[src/hdl/ising_defines.svh]
// ####################
// shared macros for the ising readout.
// spin count, widths, register map and
// reset values of the config registers.
// ####################

`ifndef ISING_DEFINES_SVH
`define ISING_DEFINES_SVH

// sizes.
`define ISING_N  8
`define ISING_DW 32

// register map, word aligned byte addresses.
`define CFG_MAX_ADDR    32'h0000_0000
`define CFG_CUTOFF_ADDR 32'h0000_0004
`define CFG_CLEAR_ADDR  32'h0000_0008
`define PHASE_ADDR_BASE 32'h0000_0100   // counter i at base + 4*i.

// config values after reset.
`define DEFAULT_MAX    32'd64
`define DEFAULT_CUTOFF 32'd32

`endif

[src/hdl/ising_pkg.sv]
// ####################
// ising readout package.
// bus request and response structs,
// phase counter configuration struct.
// ####################

`include "ising_defines.svh"

package ising_pkg;

    // one bus transfer as driven by a master.
    typedef struct packed {
        logic [`ISING_DW-1:0] addr;    // byte address.
        logic                 write;   // 1 for write, 0 for read.
        logic [`ISING_DW-1:0] wdata;
    } bus_req_t;

    // slave answer, one cycle after the select strobe.
    typedef struct packed {
        logic [`ISING_DW-1:0] rdata;   // zero unless a read hit.
        logic                 ack;
    } bus_rsp_t;

    // counter limits from the control registers.
    typedef struct packed {
        logic [`ISING_DW-1:0] cnt_max;  // upper saturation point.
        logic [`ISING_DW-1:0] cutoff;   // clear value and spin threshold.
    } phase_cfg_t;

endpackage

[src/hdl/bus_arbiter.sv]
// ####################
// round robin arbiter for the register bus.
// host and scanner share one select/command path,
// responses go back to the granted master only.
// ####################

module bus_arbiter (
    input  logic                clk,
    input  logic                rst,
    input  logic                host_req,
    input  ising_pkg::bus_req_t host_cmd,
    output ising_pkg::bus_rsp_t host_rsp,
    input  logic                scan_req,
    input  ising_pkg::bus_req_t scan_cmd,
    output ising_pkg::bus_rsp_t scan_rsp,
    output logic                bus_sel,
    output ising_pkg::bus_req_t bus_cmd,
    input  ising_pkg::bus_rsp_t sampler_rsp,
    input  ising_pkg::bus_rsp_t regs_rsp
);

    logic                busy;        // response cycle in progress.
    logic                last_scan;   // last grant went to the scanner.
    logic                pick_scan;
    ising_pkg::bus_rsp_t merged;

    // scanner wins when alone, or when both wait and the host went last.
    assign pick_scan = scan_req && (!host_req || !last_scan);

    assign bus_sel = !busy && (host_req || scan_req);
    assign bus_cmd = pick_scan ? scan_cmd : host_cmd;

    always_ff @(posedge clk) begin
        if (rst) begin
            busy      <= 1'b0;
            last_scan <= 1'b1;   // host goes first.
        end else begin
            busy <= bus_sel;
            if (bus_sel) begin
                last_scan <= pick_scan;
            end
        end
    end

    // idle slaves drive zero, so a plain or merges them.
    assign merged = ising_pkg::bus_rsp_t'(sampler_rsp | regs_rsp);

    // ack comes from the arbiter, so unmapped addresses still complete.
    always_comb begin
        host_rsp = '0;
        scan_rsp = '0;
        if (busy) begin
            if (last_scan) begin
                scan_rsp.rdata = merged.rdata;
                scan_rsp.ack   = 1'b1;
            end else begin
                host_rsp.rdata = merged.rdata;
                host_rsp.ack   = 1'b1;
            end
        end
    end

endmodule

[src/hdl/ctrl_regs.sv]
// ####################
// control registers.
// counter maximum and cutoff, clear strobe,
// bus read back of the config.
// ####################

`include "ising_defines.svh"

module ctrl_regs (
    input  logic                  clk,
    input  logic                  rst,
    input  logic                  bus_sel,
    input  ising_pkg::bus_req_t   bus_cmd,
    output ising_pkg::bus_rsp_t   rsp,
    output ising_pkg::phase_cfg_t cfg,
    output logic                  clear
);

    logic is_write;
    logic is_read;

    assign is_write = bus_sel && bus_cmd.write;
    assign is_read  = bus_sel && !bus_cmd.write;

    always_ff @(posedge clk) begin
        if (rst) begin
            cfg.cnt_max <= `DEFAULT_MAX;
            cfg.cutoff  <= `DEFAULT_CUTOFF;
            clear       <= 1'b0;
            rsp         <= '0;
        end else begin
            clear <= 1'b0;   // single cycle strobe.
            rsp   <= '0;
            case (bus_cmd.addr)
                `CFG_MAX_ADDR: begin
                    if (is_write) begin
                        cfg.cnt_max <= bus_cmd.wdata;
                    end
                    rsp.rdata <= is_read ? cfg.cnt_max : '0;
                    rsp.ack   <= bus_sel;
                end
                `CFG_CUTOFF_ADDR: begin
                    if (is_write) begin
                        cfg.cutoff <= bus_cmd.wdata;
                    end
                    rsp.rdata <= is_read ? cfg.cutoff : '0;
                    rsp.ack   <= bus_sel;
                end
                `CFG_CLEAR_ADDR: begin
                    clear   <= is_write;   // reads as zero.
                    rsp.ack <= bus_sel;
                end
                default: begin
                    rsp <= '0;
                end
            endcase
        end
    end

endmodule

[src/hdl/ising_readout_top.sv]
// ####################
// ising readout top level.
// sampler, control registers, arbiter and
// scanner joined on one register bus.
// ####################

`include "ising_defines.svh"

module ising_readout_top (
    input  logic                clk,
    input  logic                rst,
    input  logic                host_req,
    input  ising_pkg::bus_req_t host_req_data,
    input  logic [`ISING_N-1:0] osc_spin,
    input  logic [`ISING_N-1:0] osc_field,
    input  logic                scan_en,
    output ising_pkg::bus_rsp_t host_rsp,
    output logic [`ISING_N-1:0] spins,
    output logic                scan_done,
    output logic                scan_busy
);

    // scanner side of the arbiter.
    logic                scan_req;
    ising_pkg::bus_req_t scan_cmd;
    ising_pkg::bus_rsp_t scan_rsp;

    // shared bus.
    logic                bus_sel;
    ising_pkg::bus_req_t bus_cmd;
    ising_pkg::bus_rsp_t sampler_rsp;
    ising_pkg::bus_rsp_t regs_rsp;

    // config to the counters.
    ising_pkg::phase_cfg_t cfg;
    logic                  clear;

    phase_sampler u_sampler (
        .clk       (clk),
        .rst       (rst),
        .osc_spin  (osc_spin),
        .osc_field (osc_field),
        .cfg       (cfg),
        .clear     (clear),
        .bus_sel   (bus_sel),
        .bus_cmd   (bus_cmd),
        .rsp       (sampler_rsp)
    );

    ctrl_regs u_regs (
        .clk     (clk),
        .rst     (rst),
        .bus_sel (bus_sel),
        .bus_cmd (bus_cmd),
        .rsp     (regs_rsp),
        .cfg     (cfg),
        .clear   (clear)
    );

    bus_arbiter u_arb (
        .clk         (clk),
        .rst         (rst),
        .host_req    (host_req),
        .host_cmd    (host_req_data),
        .host_rsp    (host_rsp),
        .scan_req    (scan_req),
        .scan_cmd    (scan_cmd),
        .scan_rsp    (scan_rsp),
        .bus_sel     (bus_sel),
        .bus_cmd     (bus_cmd),
        .sampler_rsp (sampler_rsp),
        .regs_rsp    (regs_rsp)
    );

    spin_scanner u_scanner (
        .clk       (clk),
        .rst       (rst),
        .scan_en   (scan_en),
        .req       (scan_req),
        .cmd       (scan_cmd),
        .rsp       (scan_rsp),
        .spins     (spins),
        .scan_done (scan_done),
        .scan_busy (scan_busy)
    );

endmodule

[src/hdl/phase_sampler.sv]
// ####################
// phase sampler.
// three stage synchronizer on the spin/field mismatch,
// one saturating up/down counter per spin,
// bus read port for the counter window.
// ####################

`include "ising_defines.svh"

module phase_sampler (
    input  logic                  clk,
    input  logic                  rst,
    input  logic [`ISING_N-1:0]   osc_spin,
    input  logic [`ISING_N-1:0]   osc_field,
    input  ising_pkg::phase_cfg_t cfg,
    input  logic                  clear,
    input  logic                  bus_sel,
    input  ising_pkg::bus_req_t   bus_cmd,
    output ising_pkg::bus_rsp_t   rsp
);

    localparam int N     = `ISING_N;
    localparam int IDX_W = (N > 1) ? $clog2(N) : 1;
    localparam logic [`ISING_DW-1:0] WIN_END = `PHASE_ADDR_BASE + 4 * N;

    logic [N-1:0]         mismatch_s1;
    logic [N-1:0]         mismatch_s2;
    logic [N-1:0]         mismatch_s3;
    logic [`ISING_DW-1:0] phase_cnt [N];
    logic [`ISING_DW-1:0] rd_offset;
    logic [IDX_W-1:0]     rd_idx;
    logic                 rd_hit;

    // xor first, then synchronize the mismatch.
    always_ff @(posedge clk) begin
        mismatch_s1 <= osc_spin ^ osc_field;
        mismatch_s2 <= mismatch_s1;
        mismatch_s3 <= mismatch_s2;
    end

    for (genvar i = 0; i < N; i++) begin : g_cnt
        always_ff @(posedge clk) begin
            if (rst || clear) begin
                phase_cnt[i] <= cfg.cutoff;   // restart from the threshold.
            end else if (mismatch_s3[i]) begin
                if (phase_cnt[i] != '0) begin
                    phase_cnt[i] <= phase_cnt[i] - 1'b1;
                end
            end else if (phase_cnt[i] < cfg.cnt_max) begin
                phase_cnt[i] <= phase_cnt[i] + 1'b1;   // holds at max.
            end
        end
    end

    // counter window decode.
    assign rd_offset = bus_cmd.addr - `PHASE_ADDR_BASE;
    assign rd_idx    = rd_offset[IDX_W+1:2];
    assign rd_hit    = (bus_cmd.addr >= `PHASE_ADDR_BASE) && (bus_cmd.addr < WIN_END);

    // value held during the select cycle is returned one cycle later.
    always_ff @(posedge clk) begin
        if (rst) begin
            rsp <= '0;
        end else begin
            rsp <= '0;
            if (bus_sel && !bus_cmd.write && rd_hit) begin
                rsp.rdata <= phase_cnt[rd_idx];
                rsp.ack   <= 1'b1;
            end
        end
    end

endmodule

[src/hdl/spin_scanner.sv]
// ####################
// spin scanner.
// bus master reading the cutoff and every counter,
// thresholds each counter into a shadow spin vector,
// publishes the vector at the end of a scan.
// ####################

`include "ising_defines.svh"

module spin_scanner (
    input  logic                clk,
    input  logic                rst,
    input  logic                scan_en,
    output logic                req,
    output ising_pkg::bus_req_t cmd,
    input  ising_pkg::bus_rsp_t rsp,
    output logic [`ISING_N-1:0] spins,
    output logic                scan_done,
    output logic                scan_busy
);

    localparam int N     = `ISING_N;
    localparam int IDX_W = (N > 1) ? $clog2(N) : 1;

    typedef enum logic [1:0] {
        S_IDLE,
        S_CUTOFF,
        S_COUNT,
        S_DONE
    } state_t;

    state_t               state;
    logic [IDX_W-1:0]     idx;
    logic [`ISING_DW-1:0] cutoff_q;
    logic [N-1:0]         shadow;
    logic [N-1:0]         shadow_nxt;
    logic                 last_idx;

    assign last_idx = (idx == IDX_W'(N - 1));

    // shadow with the arriving counter folded in.
    always_comb begin
        shadow_nxt      = shadow;
        shadow_nxt[idx] = (rsp.rdata >= cutoff_q);
    end

    // one outstanding read at a time, all reads.
    assign req       = (state == S_CUTOFF) || (state == S_COUNT);
    assign cmd.write = 1'b0;
    assign cmd.wdata = '0;
    assign cmd.addr  = (state == S_CUTOFF) ? `CFG_CUTOFF_ADDR :
                       `PHASE_ADDR_BASE + (`ISING_DW'(idx) << 2);

    assign scan_busy = (state != S_IDLE);

    always_ff @(posedge clk) begin
        if (rst) begin
            state     <= S_IDLE;
            idx       <= '0;
            spins     <= '0;
            scan_done <= 1'b0;
        end else begin
            scan_done <= 1'b0;
            case (state)
                S_IDLE: begin
                    idx <= '0;
                    if (scan_en) begin
                        state <= S_CUTOFF;
                    end
                end
                S_CUTOFF: begin
                    if (rsp.ack) begin
                        state <= S_COUNT;
                    end
                end
                S_COUNT: begin
                    if (rsp.ack) begin
                        idx <= idx + 1'b1;
                        if (last_idx) begin
                            spins     <= shadow_nxt;   // publish whole vector.
                            scan_done <= 1'b1;
                            state     <= S_DONE;
                        end
                    end
                end
                default: begin
                    state <= S_IDLE;   // busy drops one cycle after done.
                end
            endcase
        end
    end

    // payload captures.
    always_ff @(posedge clk) begin
        if (state == S_CUTOFF && rsp.ack) begin
            cutoff_q <= rsp.rdata;
        end
        if (state == S_COUNT && rsp.ack) begin
            shadow <= shadow_nxt;
        end
    end

endmodule

[config.mk]
export PLATFORM = sky130hd
export DESIGN_NAME = ising_readout_top
export DESIGN_NICKNAME = d
export VERILOG_FILES = /design/src/hdl/ising_pkg.sv /design/src/hdl/bus_arbiter.sv /design/src/hdl/ctrl_regs.sv /design/src/hdl/ising_readout_top.sv /design/src/hdl/phase_sampler.sv /design/src/hdl/spin_scanner.sv
export VERILOG_INCLUDE_DIRS = /design/src /design/src/hdl
export SDC_FILE = /design/constraint.sdc
export NUM_CORES = 2
export LEC_CHECK = 0
export ABC_CLOCK_PERIOD_IN_PS = 6900
export BUFFER_PORTS_ARGS = -buffer_cell sky130_fd_sc_hd__clkbuf_2
export CAP_MARGIN = 20
export CORE_AREA = 2 2 326 199
export DETAILED_ROUTE_END_ITERATION = 10
export DIE_AREA = 0 0 328 201
export GPL_TIMING_DRIVEN = 1
export PLACE_DENSITY = 0.85
export SYNTH_ARGS = -nofsm -noshare
export SYNTH_HDL_FRONTEND = slang
export SYNTH_SLANG_ARGS = --single-unit
[constraint.sdc]
create_clock -name clk -period 6.9 [get_ports clk]
set_clock_uncertainty 0.2 [all_clocks]
set_input_delay 0.345 -clock clk [delete_from_list [all_inputs] [get_ports clk]]
set_output_delay 0.345 -clock clk [all_outputs]
set_load 0.02 [all_outputs]
# Word-level counts from Yosys, hierarchy flattened
# Memory sizes are Yosys's and may differ from the RTL's. A register that Yosys moved wholly into a read port is not among the register bits.
# Index checks and enable logic that the tools add are counted.
# totals
register_bits,179
latchBits,0
ram_bits,256
rom_bits,0
input_bits,85
output_inout_bits,43
mem_count,1
# classes
addsub,19
multipliers,0
div,0
n_lt_le_gt_ge,13
eq_ne,9
shift,0
mux,103
n_bitwise,23
reduce_logical,39
# mem_list
memory,words,word_bits,rd,rd_ports_with_merged_regs,write_ports,line_no,source
u_sampler.phase_cnt,8,32,9,1,8,phase_sampler.sv:29,logic [`ISING_DW-1:0] phase_cnt [N];
# ops
operator,count
32-bit 2-to-1 mux,19
32-bit by 1-bit adder with 32-bit output (second input constant),8
32-bit < comparator,8
32-bit nonzero test,8
32-bit by 1-bit subtractor with 32-bit output (second input constant),8
33-bit 2-to-1 mux,4
1-bit 2-to-1 mux,69
65-bit 2-to-1 mux,1
32-bit case mux with 2 select lines,1
33-bit bitwise OR,1
32-bit by 3-bit == test with 1-bit output (second input constant),1
32-bit by 4-bit == test with 1-bit output (second input constant),1
32-bit greater-or-equal comparator,1
32-bit by 9-bit greater-or-equal comparator with 1-bit output (second input constant),1
32-bit zero test,1
32-bit by 9-bit < comparator with 1-bit output (second input constant),1
1-bit bitwise OR,16
9-bit by 5-bit adder with 10-bit output (first input constant),1
1-bit logical AND,9
8-bit bitwise mux,1
2-bit 2-to-1 mux,4
8-bit bitwise XOR,1
2-bit by 1-bit inequality test with 1-bit output (second input constant),3
2-bit case mux with 3 select lines,1
other kinds (21),37

# Longest topological paths before layout
# depth
depth_word,9
ltp_mapped,18
mapped_depth_nobuf,17

# Hierarchy
# Synthesis repeated with hierarchy kept, for this count alone.
# hier_totals
hier_cells,4383
area_unflattened_um2,39120.0
# by_module_without_submodules
mod,instances,cells_each,area_per_inst_um2,seq_area_each_um2
phase_sampler,1,3496,30110.1,8828.5
ctrl_regs,1,370,4025.1,1961.9
spin_scanner,1,329,3457.1,1481.4
bus_arbiter,1,188,1527.7,40.0

# Worst setup path before layout
# No wires, ideal clock.
# synth_timing
path_kind,register to register
from,"register, netlist name u_regs.cfg[34]"
to,memory u_sampler.phase_cnt[4][28] in the netlist's numbering (data pin)
setup_time_ns,0.256
t_arrival_ns,5.146
required_ns,6.444
setup_slack_ns,1.298
path_stages_with_launch,18
period_less_slack_ns,5.602
cell_sequence,dfxtp_1 -> inv_1 -> ha_1 -> o21a_1 -> nor2_1 -> o311ai_0 -> a21oi_1 -> o211ai_1 -> ha_1 -> a21o_1 -> a21o_1 -> a2111oi_0 -> o31ai_1 -> a31oi_1 -> a31oi_1 -> o21a_1 -> or3_1 -> a31o_2
# synth_lines
item,line_no
"end, declared",phase_sampler.sv:29

==> results.py <==
metrics = {
    "setup_path": {
        "r2r_slack_ns": 1.45,
        "start_kind": "flop",
        "required_ns": 7.07,
        "ff2ff_path_depth": 17,
        "endpoint_kind": "flop",
        "path_class": "reg2reg",
        "crit_arrival_ns": 5.62,
        "r2r-end": "u_sampler.phase_cnt[4][31]",
        "worstPathMaxFanout": 33,
        "r2r_start": "u_regs.cfg[33]",
    },
    "timing": {
        "worstMarginPinSlew_ns": 1.40,
        "drv_slew": 0,
        "fmax_ghz": 0.184,
        "layout_min_cycle_time_ns": 5.45,
        "setup_viol": 0,
        "fin_crit_sh_pct": 79.0,
        "slew_headroom_pct": 6.43,
        "fin_ws_ns": 1.45,
        "grt_setup_unrepaired": "false",
        "tns_ns": 0,
        "hold_viol_final": 0,
    },
    "yosys": {
        "synth_edf_count": 296,
        "synth-simple-area-share_pct": 24.8,
        "syn_area_um2": 37500,
        "synth_flop_cell": "edfxtp_1",
        "yosysUniqueCellTypes": 82,
        "yosysSeqAreaShare_pct": 32.7,
        "synth_fa_ha_area_share_pct": 11.3,
        "netlist_instances": 4714,
        "synthXorXnorAreaFrac_pct": 3.43,
        "syn-num-nets": 5137,
        "synthMuxAreaShare_pct": 0.604,
        "syn_area_per_cell_um2": 7.96,
        "yosysWarnings": 0,
        "async_reset_ff_share_pct": 0,
        "synth.ff_latch_count": 465,
        "synth_compound_area_share_pct": 22.2,
        "synth_top_family_by_area": "simple AND/OR/NAND/NOR gates",
    },
    "floorplan": {
        "die_h_um": 201,
        "dieArea_um2": 65900,
        "die_x_um": 328,
        "start_util_pct": 59.2,
        "ioPinCount": 128,
        "num_rows": 72,
        "coreArea_um2": 63300,
    },
    "clock_tree": {
        "cts_tree": "done",
        "post_cts_resize_count": 0,
        "worstSkewPairLatency_ns": 0.67,
        "clk_pin_slew_ns": 0.07,
        "htreeDepth": 2,
        "clock_path_buffers": 3,
        "clockRootBuffer": "clkbuf_16",
        "cts_buffers": 49,
        "cts.sinks": 465,
    },
    "routing": {
        "drtPass1Iterations": 8,
        "viasPerCell": 7.13,
        "top_layer": "met5",
        "wire_per_inst_um": 29.2,
        "dr_wl_met2_mm": 61.5,
        "wl_mm": 165,
        "dr_wl_met3_mm": 29.6,
        "drtIter0Drc": 7279,
        "dr_total_vias": 40300,
        "wl_met1_mm": 62.5,
        "drcViolationCount": 0,
        "drtAntennaViolNets": 0,
    },
    "pwr": {
        "p_leak_nw": 15.8,
        "power.density_nw_per_um2": 383,
        "ir_drop_mv": 0.295,
        "p_total_mw": 15.8,
    },
    "finish": {
        "fin_nets": 5156,
        "fillers": 5323,
        "ff_latch_area_um2": 12300,
        "area_growth_pct": 10.2,
        "fin_util_pct": 65.3,
        "layout_commonest_cell": "nand2_1",
        "drive_gt1_share_pct": 9.22,
        "multi_input_area_um2": 23500,
        "final_cell_mix": "661 x nand2_1, 508 x nor2_1, 387 x a21oi_1",
    },
    "min_path": {
        "holdCritStartpoint": "host_req_data[37]",
        "hold_depth": 4,
        "hold_class": "in2reg",
        "min_to": "u_sampler.rsp[4]",
    },
    "place": {
        "portBuffers": 127,
        "dpl.hpwl_mm": 118,
        "gp_congestion": 1.10,
        "dpl_worst_slack_ns": 1.55,
    },
    "flow_run": {
        "maxCapViolations": 0,
    },
    "global_routing": {
        "grt_pass1_vias": 35000,
        "grt_max_degree": 82,
        "antenna_found_initial": 17,
        "grt_pass1_wl_mm": 237,
        "grt_overflow_total": 0,
        "grtUsageTotal_pct": 48.6,
    },
    "outcome": {
        "outcome": "finished, final reports clean",
    },
}
[worst max-delay path, cell delays in order, from the launching register on]
cell and delay, ns:
dfxtp_1 0.33, inv_1 0.45, ha_1 0.33, a2111oi_0 0.35, o311ai_0 0.21, a21oi_1 0.22, o211ai_1 0.14, buf_4 0.28
ha_1 0.44, o21ai_0 0.15, nor4b_1 0.36, nor3_1 0.19, a31o_2 0.31, a31oi_1 0.35, a211oi_1 0.15, o41a_1 0.43
xnor2_1 0.14, mux2i_1 0.09
[repair_timing]
item | 4_1_cts | 5_1_grt
setup buffers | 0 | 0
hold buffers | 53 | 0
endpoints found under the hold margin | 75 | 0
[area by class of cell]
class,instances,share of cell area (%)
flip-flops and latches,465,29.7
clock buffers,71,3.62
clock inverters,21,0.442
repair buffers,326,5.63
multi-input cells,3764,56.8
diodes,22,0.133
well taps,851,2.57
inverters,127,1.15
[report_power, final]
group / switching, mW / leakage (nW) / total (mW) / internal, mW
Clock: 1.32 / 0.823 / 2.88 / 1.56
Combinational: 4.73 / 10.4 / 7.61 / 2.88
Sequential: 1.53 / 4.57 / 5.34 / 3.80
Total: 7.58 / 15.8 / 15.8 / 8.25
[layer usage]
layer,GRT usage [%],vias up
li1,-,17500
met1,66.5,18500
met5,1.52,-
met3,22.0,687
met4,26.8,16
met2,62.3,3567
[kinds of logic (layout without fill, tap and decap cells)]
group	Yosys count	count (layout)
AO/OA/AOI/OAI	1260	1260
XOR/XNOR	147	147
adder cells (fa/ha/maj)	338	338
buffers and inverters	485	545
flip-flops	465	465
multiplexers	21	21
other	0	22
AND/OR/NAND/NOR	1998	1998
[cell usage after synthesis (all sizes together) (102+ instances only)]
library cell  instances  area, µm²
o21ai               181        910
nor3                102        526
a21o                114        856
inv                 127        477
nor2                517       1940
and3                110        688
dfxtp               169       3380
nand2               662       2480
clkbuf              310       1170
nand3               253       1270
ha                  337       4220
edfxtp              296       8890
a21oi               388       1940
[metrics by stage]
stage / instance area, µm² / hold slack, ns / instances
final: 41400 / 0.113 / 5647
after global routing: 41300 / 0.129 / 5626
after CTS: 41300 / 0.0761 / 5622
after detailed placement: 39000 / 0.112 / 5477
after global placement: 39000 / 0.110 / 5477
after floorplan: 37500 / 0.110 / 4714
[registers in the layout (all words and copies together), names as in the netlist]
register and cells:
u_sampler.mismatch_s1 8, u_scanner.cutoff_q 32, u_scanner.shadow 8, u_regs.clear 1
u_arb.busy 1, u_sampler.mismatch_s3 8, u_scanner.state 2, u_regs.cfg 64
u_sampler.phase_cnt 256, u_scanner.spins 8, u_sampler.mismatch_s2 8, u_scanner.scan_done 1
u_sampler.rsp 32, u_scanner.idx 3, u_regs.rsp 32, u_arb.last_scan 1
[worst max path at each step]
| stage | to | start | cells past startpoint |
|---|---|---|---|
| 3_3_place_gp | u_sampler.phase_cnt[4][28] | u_regs.cfg[34] | 18 |
| 4_1_cts | u_sampler.phase_cnt[4][28] | u_regs.cfg[39] | 17 |
| 2_1_floorplan | u_sampler.phase_cnt[4][28] | u_regs.cfg[34] | 17 |
| 5_1_grt | u_sampler.phase_cnt[4][29] | u_regs.cfg[61] | 18 |
| 6_report | u_sampler.phase_cnt[4][31] | u_regs.cfg[33] | 17 |
| 3_5_place_dp | u_sampler.phase_cnt[4][28] | u_regs.cfg[39] | 17 |
Note: power is estimated with default switching activity, not from simulation.
